## config.mk

```make
export PLATFORM = sky130hd
export DESIGN_NAME = dlx_core
export DESIGN_NICKNAME = d
export VERILOG_FILES = /design/src/dlx_pkg.sv /design/src/alu.sv /design/src/decode.sv /design/src/dlx_core.sv /design/src/execute.sv /design/src/reg_file.sv
export SDC_FILE = /design/constraint.sdc
export NUM_CORES = 2
export LEC_CHECK = 0
export ABC_AREA = 1
export BUFFER_PORTS_ARGS = -buffer_cell sky130_fd_sc_hd__buf_2
export CAP_MARGIN = 10
export CELL_PAD_IN_SITES_DETAIL_PLACEMENT = 1
export CELL_PAD_IN_SITES_GLOBAL_PLACEMENT = 2
export CORE_MARGIN = 4
export CORE_UTILIZATION = 35
export CTS_CLUSTER_DIAMETER = 80
export DETAILED_ROUTE_END_ITERATION = 10
export PLACE_DENSITY_LB_ADDON = 0.1
export RECOVER_POWER = 50
export SETUP_SLACK_MARGIN = 0.4
export SLEW_MARGIN = 10
export SYNTH_ARGS = -nofsm -noshare
export SYNTH_HDL_FRONTEND = slang
export SYNTH_SLANG_ARGS = --single-unit
```

## constraint.sdc

```tcl
create_clock -name clk -period 7.05 [get_ports clk]
set_input_delay 0.3525 -clock clk [delete_from_list [all_inputs] [get_ports clk]]
set_output_delay 0.3525 -clock clk [all_outputs]
set_load 0.005 [all_outputs]
```

## src/dlx_pkg.sv

```systemverilog
`default_nettype none

package dlx_pkg;

    typedef enum logic [0:5] {
        op_rtype = 6'h00,
        op_j     = 6'h02,
        op_jal   = 6'h03,
        op_beqz  = 6'h04,
        op_bnez  = 6'h05,
        op_addi  = 6'h08,
        op_slti  = 6'h0a,
        op_andi  = 6'h0c,
        op_ori   = 6'h0d,
        op_xori  = 6'h0e,
        op_jr    = 6'h12,
        op_jalr  = 6'h13
    } opcode_t;

    typedef enum logic [0:5] {
        fn_sll = 6'h04,
        fn_srl = 6'h06,
        fn_sra = 6'h07,
        fn_mul = 6'h0e,
        fn_add = 6'h20,
        fn_sub = 6'h22,
        fn_and = 6'h24,
        fn_or  = 6'h25,
        fn_xor = 6'h26,
        fn_slt = 6'h2a
    } funct_t;

    typedef enum logic [0:3] {
        alu_add = 4'd0,
        alu_sub = 4'd1,
        alu_and = 4'd2,
        alu_or  = 4'd3,
        alu_xor = 4'd4,
        alu_sll = 4'd5,
        alu_srl = 4'd6,
        alu_sra = 4'd7,
        alu_slt = 4'd8,
        alu_mul = 4'd9
    } alu_ctrl_t;

    // bit 0 is the msb, opcode sits in the top six bits of both views
    typedef union packed {
        struct packed {
            opcode_t    opcode;
            logic [0:4] rs1;
            logic [0:4] rs2;
            logic [0:4] rd;
            logic [0:4] shamt;
            funct_t     funct;
        } r;
        struct packed {
            opcode_t     opcode;
            logic [0:4]  rs1;       // jump offset spans rs1, rd and offset
            logic [0:4]  rd;
            logic [0:15] offset;
        } i;
    } instr_t;

    localparam logic [0:4] LINK_REG = 5'd31;

endpackage

`default_nettype wire

```

## src/alu.sv

```systemverilog
`timescale 1ns/100ps
`default_nettype none

module alu (
    input  logic [0:31]        a,
    input  logic [0:31]        b,
    input  dlx_pkg::alu_ctrl_t ctrl,
    output logic [0:31]        result,
    output logic               zero
);

    import dlx_pkg::*;

    logic [0:4] shamt;

    assign shamt = b[27:31];        // low five bits

    always_comb begin
        case (ctrl)
            alu_add: result = a + b;
            alu_sub: result = a - b;
            alu_and: result = a & b;
            alu_or:  result = a | b;
            alu_xor: result = a ^ b;
            alu_sll: result = a << shamt;
            alu_srl: result = a >> shamt;
            alu_sra: result = $signed(a) >>> shamt;
            alu_slt: result = {31'd0, $signed(a) < $signed(b)};
            alu_mul: result = a * b;    // low word of the product
            default: result = '0;
        endcase
    end

    assign zero = (result == '0);

endmodule

`default_nettype wire

```

## src/decode.sv

```systemverilog
`timescale 1ns/100ps
`default_nettype none

module decode #(
    parameter int reg_count = 32
) (
    input  logic               clk,
    input  logic               rst_n,
    input  logic               in_valid,
    output logic               in_ready,
    input  dlx_pkg::instr_t    instr,
    input  logic [0:31]        next_pc,
    output logic [0:4]         reg_a_addr,
    output logic [0:4]         reg_b_addr,
    input  logic [0:31]        reg_a_data,
    input  logic [0:31]        reg_b_data,
    output logic               dec_valid,
    input  logic               dec_ready,
    output logic [0:31]        dec_next_pc,
    output logic [0:31]        dec_op_a,
    output logic [0:31]        dec_op_b,
    output logic [0:31]        dec_imm16,
    output logic [0:31]        dec_imm26,
    output logic [0:4]         dec_dest_reg,
    output dlx_pkg::alu_ctrl_t dec_alu_ctrl,
    output logic               dec_pc_to_reg,
    output logic               dec_reg_to_pc,
    output logic               dec_jump,
    output logic               dec_branch,
    output logic               dec_branch_zero,
    output logic               dec_reg_write,
    input  logic [0:4]         ex_busy_reg,
    input  logic               ex_busy_write
);

    import dlx_pkg::*;

    logic [0:31] imm16, imm26;
    logic [0:4]  nxt_dest;
    alu_ctrl_t   nxt_ctrl;
    logic        use_imm;
    logic        nxt_pc_to_reg, nxt_reg_to_pc, nxt_jump;
    logic        nxt_branch, nxt_branch_zero, nxt_reg_write;
    logic        hit_a, hit_b, load;

    assign imm16 = {{16{instr.i.offset[0]}}, instr.i.offset};
    assign imm26 = {{6{instr.i.rs1[0]}}, instr.i.rs1, instr.i.rd, instr.i.offset};

    always_comb begin
        reg_a_addr      = instr.i.rs1;
        reg_b_addr      = 5'd0;     // reads zero unless r-type
        nxt_dest        = instr.i.rd;
        nxt_ctrl        = alu_add;
        use_imm         = 1'b0;
        nxt_pc_to_reg   = 1'b0;
        nxt_reg_to_pc   = 1'b0;
        nxt_jump        = 1'b0;
        nxt_branch      = 1'b0;
        nxt_branch_zero = 1'b0;
        nxt_reg_write   = 1'b0;
        case (instr.r.opcode)
            op_rtype: begin
                reg_b_addr    = instr.r.rs2;
                nxt_dest      = instr.r.rd;
                nxt_reg_write = 1'b1;
                case (instr.r.funct)
                    fn_add:  nxt_ctrl = alu_add;
                    fn_sub:  nxt_ctrl = alu_sub;
                    fn_and:  nxt_ctrl = alu_and;
                    fn_or:   nxt_ctrl = alu_or;
                    fn_xor:  nxt_ctrl = alu_xor;
                    fn_sll:  nxt_ctrl = alu_sll;
                    fn_srl:  nxt_ctrl = alu_srl;
                    fn_sra:  nxt_ctrl = alu_sra;
                    fn_slt:  nxt_ctrl = alu_slt;
                    fn_mul:  nxt_ctrl = alu_mul;
                    default: nxt_reg_write = 1'b0;
                endcase
            end
            op_addi, op_andi, op_ori, op_xori, op_slti: begin
                use_imm       = 1'b1;
                nxt_reg_write = 1'b1;
                case (instr.i.opcode)
                    op_andi: nxt_ctrl = alu_and;
                    op_ori:  nxt_ctrl = alu_or;
                    op_xori: nxt_ctrl = alu_xor;
                    op_slti: nxt_ctrl = alu_slt;
                    default: nxt_ctrl = alu_add;
                endcase
            end
            op_beqz: begin
                nxt_branch      = 1'b1;
                nxt_branch_zero = 1'b1;
            end
            op_bnez: nxt_branch = 1'b1;
            op_j: begin
                reg_a_addr = 5'd0;
                nxt_jump   = 1'b1;
            end
            op_jal: begin
                reg_a_addr    = 5'd0;
                nxt_jump      = 1'b1;
                nxt_pc_to_reg = 1'b1;
                nxt_reg_write = 1'b1;
                nxt_dest      = LINK_REG;
            end
            op_jr: begin
                nxt_jump      = 1'b1;
                nxt_reg_to_pc = 1'b1;
            end
            op_jalr: begin
                nxt_jump      = 1'b1;
                nxt_reg_to_pc = 1'b1;
                nxt_pc_to_reg = 1'b1;
                nxt_reg_write = 1'b1;
                nxt_dest      = LINK_REG;
            end
            default: reg_a_addr = 5'd0;
        endcase
    end

    // scoreboard against the two instructions in flight
    always_comb begin
        hit_a = reg_a_addr != 5'd0 && reg_a_addr < reg_count &&
                ((dec_valid && dec_reg_write && reg_a_addr == dec_dest_reg) ||
                 (ex_busy_write && reg_a_addr == ex_busy_reg));
        hit_b = reg_b_addr != 5'd0 && reg_b_addr < reg_count &&
                ((dec_valid && dec_reg_write && reg_b_addr == dec_dest_reg) ||
                 (ex_busy_write && reg_b_addr == ex_busy_reg));
    end

    assign in_ready = in_valid && !hit_a && !hit_b && (!dec_valid || dec_ready);
    assign load     = in_valid && in_ready;

    always_ff @(posedge clk or negedge rst_n) begin
        if (!rst_n) begin
            dec_valid       <= 1'b0;
            dec_pc_to_reg   <= 1'b0;
            dec_reg_to_pc   <= 1'b0;
            dec_jump        <= 1'b0;
            dec_branch      <= 1'b0;
            dec_branch_zero <= 1'b0;
            dec_reg_write   <= 1'b0;
        end else begin
            if (!dec_valid || dec_ready)
                dec_valid <= load;
            if (load) begin
                dec_pc_to_reg   <= nxt_pc_to_reg;
                dec_reg_to_pc   <= nxt_reg_to_pc;
                dec_jump        <= nxt_jump;
                dec_branch      <= nxt_branch;
                dec_branch_zero <= nxt_branch_zero;
                dec_reg_write   <= nxt_reg_write;
            end
        end
    end

    always_ff @(posedge clk) begin
        if (load) begin
            dec_next_pc  <= next_pc;
            dec_op_a     <= reg_a_data;
            dec_op_b     <= use_imm ? imm16 : reg_b_data;
            dec_imm16    <= imm16;
            dec_imm26    <= imm26;
            dec_dest_reg <= nxt_dest;
            dec_alu_ctrl <= nxt_ctrl;
        end
    end

endmodule

`default_nettype wire

```

## src/dlx_core.sv

```systemverilog
`timescale 1ns/100ps
`default_nettype none

module dlx_core #(
    parameter int reg_count = 32
) (
    input  logic            clk,
    input  logic            rst_n,
    input  logic            in_valid,
    output logic            in_ready,
    input  dlx_pkg::instr_t instr,
    input  logic [0:31]     next_pc,
    output logic            res_valid,
    input  logic            res_ready,
    output logic [0:31]     alu_result,
    output logic            leap,
    output logic [0:31]     leap_addr,
    output logic [0:4]      dest_reg,
    output logic            reg_write
);

    import dlx_pkg::*;

    logic [0:4]  reg_a_addr, reg_b_addr;
    logic [0:31] reg_a_data, reg_b_data;
    logic        dec_valid, dec_ready;
    logic [0:31] dec_next_pc, dec_op_a, dec_op_b, dec_imm16, dec_imm26;
    logic [0:4]  dec_dest_reg;
    alu_ctrl_t   dec_alu_ctrl;
    logic        dec_pc_to_reg, dec_reg_to_pc, dec_jump;
    logic        dec_branch, dec_branch_zero, dec_reg_write;
    logic [0:4]  ex_busy_reg;
    logic        ex_busy_write;
    logic        wb_en;
    logic [0:4]  wb_addr;
    logic [0:31] wb_data;

    // retire into the register file on the output transfer
    assign wb_en   = res_valid && res_ready && reg_write;
    assign wb_addr = dest_reg;
    assign wb_data = alu_result;

    reg_file #(.reg_count(reg_count)) u_reg_file (
        .clk       (clk),
        .rst_n     (rst_n),
        .rd_addr_a (reg_a_addr),
        .rd_addr_b (reg_b_addr),
        .wr_en     (wb_en),
        .wr_addr   (wb_addr),
        .wr_data   (wb_data),
        .rd_data_a (reg_a_data),
        .rd_data_b (reg_b_data)
    );

    decode #(.reg_count(reg_count)) u_decode (
        .clk             (clk),
        .rst_n           (rst_n),
        .in_valid        (in_valid),
        .in_ready        (in_ready),
        .instr           (instr),
        .next_pc         (next_pc),
        .reg_a_addr      (reg_a_addr),
        .reg_b_addr      (reg_b_addr),
        .reg_a_data      (reg_a_data),
        .reg_b_data      (reg_b_data),
        .dec_valid       (dec_valid),
        .dec_ready       (dec_ready),
        .dec_next_pc     (dec_next_pc),
        .dec_op_a        (dec_op_a),
        .dec_op_b        (dec_op_b),
        .dec_imm16       (dec_imm16),
        .dec_imm26       (dec_imm26),
        .dec_dest_reg    (dec_dest_reg),
        .dec_alu_ctrl    (dec_alu_ctrl),
        .dec_pc_to_reg   (dec_pc_to_reg),
        .dec_reg_to_pc   (dec_reg_to_pc),
        .dec_jump        (dec_jump),
        .dec_branch      (dec_branch),
        .dec_branch_zero (dec_branch_zero),
        .dec_reg_write   (dec_reg_write),
        .ex_busy_reg     (ex_busy_reg),
        .ex_busy_write   (ex_busy_write)
    );

    execute u_execute (
        .clk             (clk),
        .rst_n           (rst_n),
        .dec_valid       (dec_valid),
        .dec_ready       (dec_ready),
        .dec_next_pc     (dec_next_pc),
        .dec_op_a        (dec_op_a),
        .dec_op_b        (dec_op_b),
        .dec_imm16       (dec_imm16),
        .dec_imm26       (dec_imm26),
        .dec_dest_reg    (dec_dest_reg),
        .dec_alu_ctrl    (dec_alu_ctrl),
        .dec_pc_to_reg   (dec_pc_to_reg),
        .dec_reg_to_pc   (dec_reg_to_pc),
        .dec_jump        (dec_jump),
        .dec_branch      (dec_branch),
        .dec_branch_zero (dec_branch_zero),
        .dec_reg_write   (dec_reg_write),
        .ex_busy_reg     (ex_busy_reg),
        .ex_busy_write   (ex_busy_write),
        .res_valid       (res_valid),
        .res_ready       (res_ready),
        .alu_result      (alu_result),
        .leap            (leap),
        .leap_addr       (leap_addr),
        .dest_reg        (dest_reg),
        .reg_write       (reg_write)
    );

endmodule

`default_nettype wire

```

## src/execute.sv

```systemverilog
`timescale 1ns/100ps
`default_nettype none

module execute (
    input  logic               clk,
    input  logic               rst_n,
    input  logic               dec_valid,
    output logic               dec_ready,
    input  logic [0:31]        dec_next_pc,
    input  logic [0:31]        dec_op_a,
    input  logic [0:31]        dec_op_b,
    input  logic [0:31]        dec_imm16,
    input  logic [0:31]        dec_imm26,
    input  logic [0:4]         dec_dest_reg,
    input  dlx_pkg::alu_ctrl_t dec_alu_ctrl,
    input  logic               dec_pc_to_reg,
    input  logic               dec_reg_to_pc,
    input  logic               dec_jump,
    input  logic               dec_branch,
    input  logic               dec_branch_zero,
    input  logic               dec_reg_write,
    output logic [0:4]         ex_busy_reg,
    output logic               ex_busy_write,
    output logic               res_valid,
    input  logic               res_ready,
    output logic [0:31]        alu_result,
    output logic               leap,
    output logic [0:31]        leap_addr,
    output logic [0:4]         dest_reg,
    output logic               reg_write
);

    logic [0:31] alu_out;
    logic        alu_zero;
    logic        take;
    logic [0:31] target;
    logic [0:31] nxt_result;
    logic        load;

    alu u_alu (
        .a      (dec_op_a),
        .b      (dec_op_b),
        .ctrl   (dec_alu_ctrl),
        .result (alu_out),
        .zero   (alu_zero)
    );

    // branches see op_a + 0, so the zero flag tests op_a
    assign take   = dec_jump || (dec_branch && (alu_zero == dec_branch_zero));
    assign target = dec_reg_to_pc ? dec_op_a
                  : dec_next_pc + (dec_branch ? dec_imm16 : dec_imm26);
    assign nxt_result = dec_pc_to_reg ? dec_next_pc : alu_out;   // link value

    assign dec_ready = !res_valid || res_ready;
    assign load      = dec_valid && dec_ready;

    always_ff @(posedge clk or negedge rst_n) begin
        if (!rst_n) begin
            res_valid <= 1'b0;
            leap      <= 1'b0;
            reg_write <= 1'b0;
        end else if (dec_ready) begin
            res_valid <= dec_valid;
            if (dec_valid) begin
                leap      <= take;
                reg_write <= dec_reg_write;
            end
        end
    end

    always_ff @(posedge clk) begin
        if (load) begin
            alu_result <= nxt_result;
            leap_addr  <= target;
            dest_reg   <= dec_dest_reg;
        end
    end

    // destination still owed to the register file
    assign ex_busy_reg   = dest_reg;
    assign ex_busy_write = res_valid && reg_write;

endmodule

`default_nettype wire

```

## src/reg_file.sv

```systemverilog
`timescale 1ns/100ps
`default_nettype none

module reg_file #(
    parameter int reg_count = 32
) (
    input  logic        clk,
    input  logic        rst_n,
    input  logic [0:4]  rd_addr_a,
    input  logic [0:4]  rd_addr_b,
    input  logic        wr_en,
    input  logic [0:4]  wr_addr,
    input  logic [0:31] wr_data,
    output logic [0:31] rd_data_a,
    output logic [0:31] rd_data_b
);

    logic [0:31] mem [0:reg_count-1];

    // register 0 and addresses past the end read as zero
    function automatic logic [0:31] read_port(input logic [0:4] addr);
        if (addr == 5'd0 || addr >= reg_count)
            return '0;
        if (wr_en && wr_addr == addr)
            return wr_data;         // value retiring this cycle
        return mem[addr];
    endfunction

    always_comb begin
        rd_data_a = read_port(rd_addr_a);
        rd_data_b = read_port(rd_addr_b);
    end

    always_ff @(posedge clk or negedge rst_n) begin
        if (!rst_n) begin
            for (int i = 0; i < reg_count; i++)
                mem[i] <= '0;
        end else if (wr_en && wr_addr != 5'd0 && wr_addr < reg_count) begin
            mem[wr_addr] <= wr_data;
        end
    end

endmodule

`default_nettype wire

```

==> flow_metrics.py <==
metrics = {
    "timing": {
        "min_period_ns": 7.47,
        "hold_ws_ns": 0.0763,
        "tns_ns": -1.29,
        "slew_headroom_pct": -228,
        "finalCritPeriodShare_pct": 106,
        "max_freq_mhz": 134,
        "setup_viol": 7,
        "slew_violations": 1131,
        "fin_skew_ns": 0.101,
        "setup_slack_ns": -0.419,
        "worst_pin_slew_ns": 4.92,
        "rsz0062_at_grt": "true",
        "final-hold-violation-count": 0,
    },
    "place": {
        "dp_cells": 15500,
        "io_buffers": 140,
        "finalWeightedCongestion": 1.01,
        "dp_hpwl_um": 338000,
    },
    "critical_path": {
        "worstSetupStartpointType": "flip-flop",
        "crit_fanout": 13,
        "path_class": "flip-flop to flip-flop",
        "worstSetupEndpointType": "flip-flop",
        "critPathRequiredTime_ns": 7.81,
        "critPathTopFamily": "adder cells",
        "cp_num_buf_inv": 8,
        "worstPathArrival_ns": 8.23,
        "cpPeakStageDelay_ns": 0.82,
        "cpMostUsedCell": "nand2_1",
        "slowest_stage": "clkbuf_1",
    },
    "layout": {
        "drive_gt1_share_pct": 10.3,
        "fillCellCount": 31300,
        "final_util_pct": 40.9,
        "largest_register_ffs": 1024,
        "layoutNonFillerInstCount": 15900,
        "fin_nets": 13200,
        "area.sequential_sq_um": 31900,
        "syn2layout_area_growth_pct": 15.8,
        "multi_input_area_sq_um": 51400,
        "regMostFlops": "u_reg_file.mem",
    },
    "detailed_routing": {
        "routedWlPerCell_um": 30.9,
        "avgViaCountPerCell": 5.83,
        "dr.pass1.iters": 5,
        "drt-initial-drc-count": 9093,
        "totalWireLength_um": 493000,
        "vias": 93000,
        "ant_nets": 0,
        "drc": 0,
    },
    "global_route": {
        "grt_first_pass_wirelength_um": 701000,
        "grt_max_degree": 158,
        "grt_usage_pct": 35.7,
        "grt_pass1_vias": 93700,
        "gr-total-overflow": 0,
        "grt_antenna_before_repair": 50,
    },
    "die": {
        "dieArea_sq_um": 268000,
        "rows": 186,
        "initial_core_util_pct": 35.3,
        "pin_count": 141,
        "fp.dieW_um": 518,
        "core_area_sq_um": 258000,
        "die_y_um": 518,
    },
    "power_and_ir_drop": {
        "comb_power_share_pct": 62.1,
        "power.density_nw_per_um2": 453,
        "seqPwrFrac_pct": 20.0,
        "sw_frac_of_total_pct": 44.9,
        "clkPwrFrac_pct": 17.9,
        "ir_drop_mv": 1.99,
        "leakagePower_uw": 0.0488,
        "p_int_uw": 26300,
        "p_switching_uw": 21400,
    },
    "synth": {
        "synth_edf_count": 200,
        "ys_ff_latch": 1234,
        "synth_warnings": 0,
        "yosysSeqAreaShare_pct": 35.1,
        "synth_cell_types": 72,
        "async_flop_share_pct": 83.8,
        "ys.flop_type": "dfrtp_1",
        "synth_nets": 13100,
        "synthesis.area_sq_um": 90900,
        "postSynthCellCount": 12400,
        "syn_avg_cell_area_sq_um": 7.36,
    },
    "cts": {
        "h-tree-depth": 4,
        "clk_pin_slew_ns": 0.06,
        "numClockSinks": 1234,
        "cts_tree": "yes",
        "cts_buffers": 167,
        "insertion_delay_ns": 0.88,
        "clockBufferDepth": 4,
        "clockRootBuffer": "clkbuf_16",
    },
    "flow_run": {
        "max-cap-violations": 16,
    },
    "status": {
        "status": "finished with violations",
        "violations": "capacitance limit, slew limit, setup timing",
    },
    "hold_path": {
        "hold_class": "input port to flip-flop",
    },
}
==> metal layers <==
layer / wire, um / share of wire, % / track usage [%] / up-vias
met5: 202 / 0.041 / 0 / -
met4: 28800 / 5.8 / 17.1 / 25
met3: 33200 / 6.7 / 5.42 / 988
met2: 221000 / 45 / 56.6 / 3541
met1: 209000 / 42 / 47.8 / 47600
li1: - / - / - / 40800
==> per-stage QoR <==
stage	worst slack [ns]	cell area (sq um)	power, uW
5_1_grt	-0.704	105000	50700
6_report	-0.419	105000	47700
2_1_floorplan	-0.0526	91100	23000
4_1_cts	-0.371	105000	45300
3_5_place_dp	-0.834	97900	33900
3_3_place_gp	-0.750	97900	33700
==> worst paths after layout <==
path | endpoint | startpoint | cells past startpoint | slack, ns
max in group asynchronous | u_reg_file.mem[918] | rst_n | 4 | 0.32
setup / recovery | u_execute.leap | u_decode.dec_op_a[31] | 35 | -0.42
min in group asynchronous | u_reg_file.mem[482] | rst_n | 2 | 1.75
setup reg to reg | u_execute.leap | u_decode.dec_op_a[31] | 35 | -0.42
hold reg to reg | u_reg_file.mem[999] | u_reg_file.mem[999] | 0 | 0.38
hold / removal | u_decode.dec_alu_ctrl[1] | instr[29] | 3 | 0.08
==> cells by family after synthesis <==
| family | synth area share [%] |
|---|---|
| AO/OA/AOI/OAI | 21.7 |
| XOR/XNOR | 0.434 |
| adder cells (fa/ha/maj) | 12.5 |
| buffers and inverters | 9.88 |
| flip-flops | 35.1 |
| multiplexers | 0.143 |
| AND/OR/NAND/NOR | 20.2 |
==> Yosys cell counts (all sizes together), types with 3 or more instances <==
cell type / number / area [sq um]
a32o: 108 / 1080
xor2: 32 / 280
fa: 411 / 8230
a2111oi: 3 / 26.3
dfrtp: 1034 / 25900
ha: 251 / 3140
nand4: 42 / 284
a21oi: 683 / 3420
o221ai: 9 / 78.8
nor3: 107 / 546
nand2: 3306 / 12400
o21a: 12 / 90.1
a221oi: 36 / 315
clkbuf: 737 / 2770
a21o: 12 / 90.1
o211ai: 256 / 1920
o21bai: 13 / 97.6
o2111ai: 7 / 61.3
clkinv: 8 / 30.0
a211oi: 84 / 661
o21ai: 2032 / 10200
nor4: 12 / 81.3
nor2: 570 / 2160
nand3: 436 / 2190
mux2i: 13 / 130
or2: 83 / 519
a31oi: 56 / 350
xnor2: 13 / 114
o22ai: 95 / 594
buf: 226 / 1130
o311ai: 17 / 149
a21boi: 11 / 82.6
inv: 1346 / 5050
nand3b: 18 / 135
edfxtp: 200 / 6010
o31ai: 59 / 443
==> placed cells by master, fill, tap and decap left out, drive strengths merged, types with 95 or more instances in the layout <==
master  netlist  routed
buf         226     695
nor3        107     107
nand3       436     436
fa          411     411
nor2        570     570
inv        1346    1350
a32o        108     108
edfxtp      200     200
o21ai      2032    2032
a21oi       683     683
o211ai      256     256
ha          251     251
clkbuf      737     353
o22ai        95      95
dfrtp      1034    1034
nand2      3306    3306
==> cell type report <==
cell class | count | area share [%]
Multi-Input combinational cell | 8804 | 48.9
Clock inverter | 32 | 0.377
Inverter | 1354 | 4.89
Timing Repair Buffer | 867 | 6.85
Tap cell | 3384 | 4.02
Clock buffer | 246 | 4.66
Sequential cell | 1234 | 30.3
Antenna cell | 20 | 0.0475
==> timing repair <==
action / in CTS / in global routing
endpoints found under the setup margin: 24 / 24
pin swaps: 86 / 77
buffers inserted: 33 / 29
hold buffers: 65 / 0
cloned: 1 / 1
resized for setup: 147 / 145
endpoints found under the hold margin: 118 / 0
==> worst register-to-register path, delay by kind of cell, from the launching register on <==
family / cells / cell delay (ns)
compound gates: 3 / 0.27
xor+xnor: 1 / 0.15
fa+ha+maj: 9 / 3.23
buf+inv: 8 / 1.65
flops: 1 / 0.42
simple gates: 14 / 1.63
==> power by group through the flow <==
stage	logic (uW)	clock network (uW)	registers, uW
3_3_place_gp	24100	0	9560
4_1_cts	27100	8680	9490
5_1_grt	32100	8960	9660
3_5_place_dp	24300	0	9610
2_1_floorplan	13800	0	9200
6_report	29700	8540	9540
Note: power is estimated with default switching activity, not from simulation.
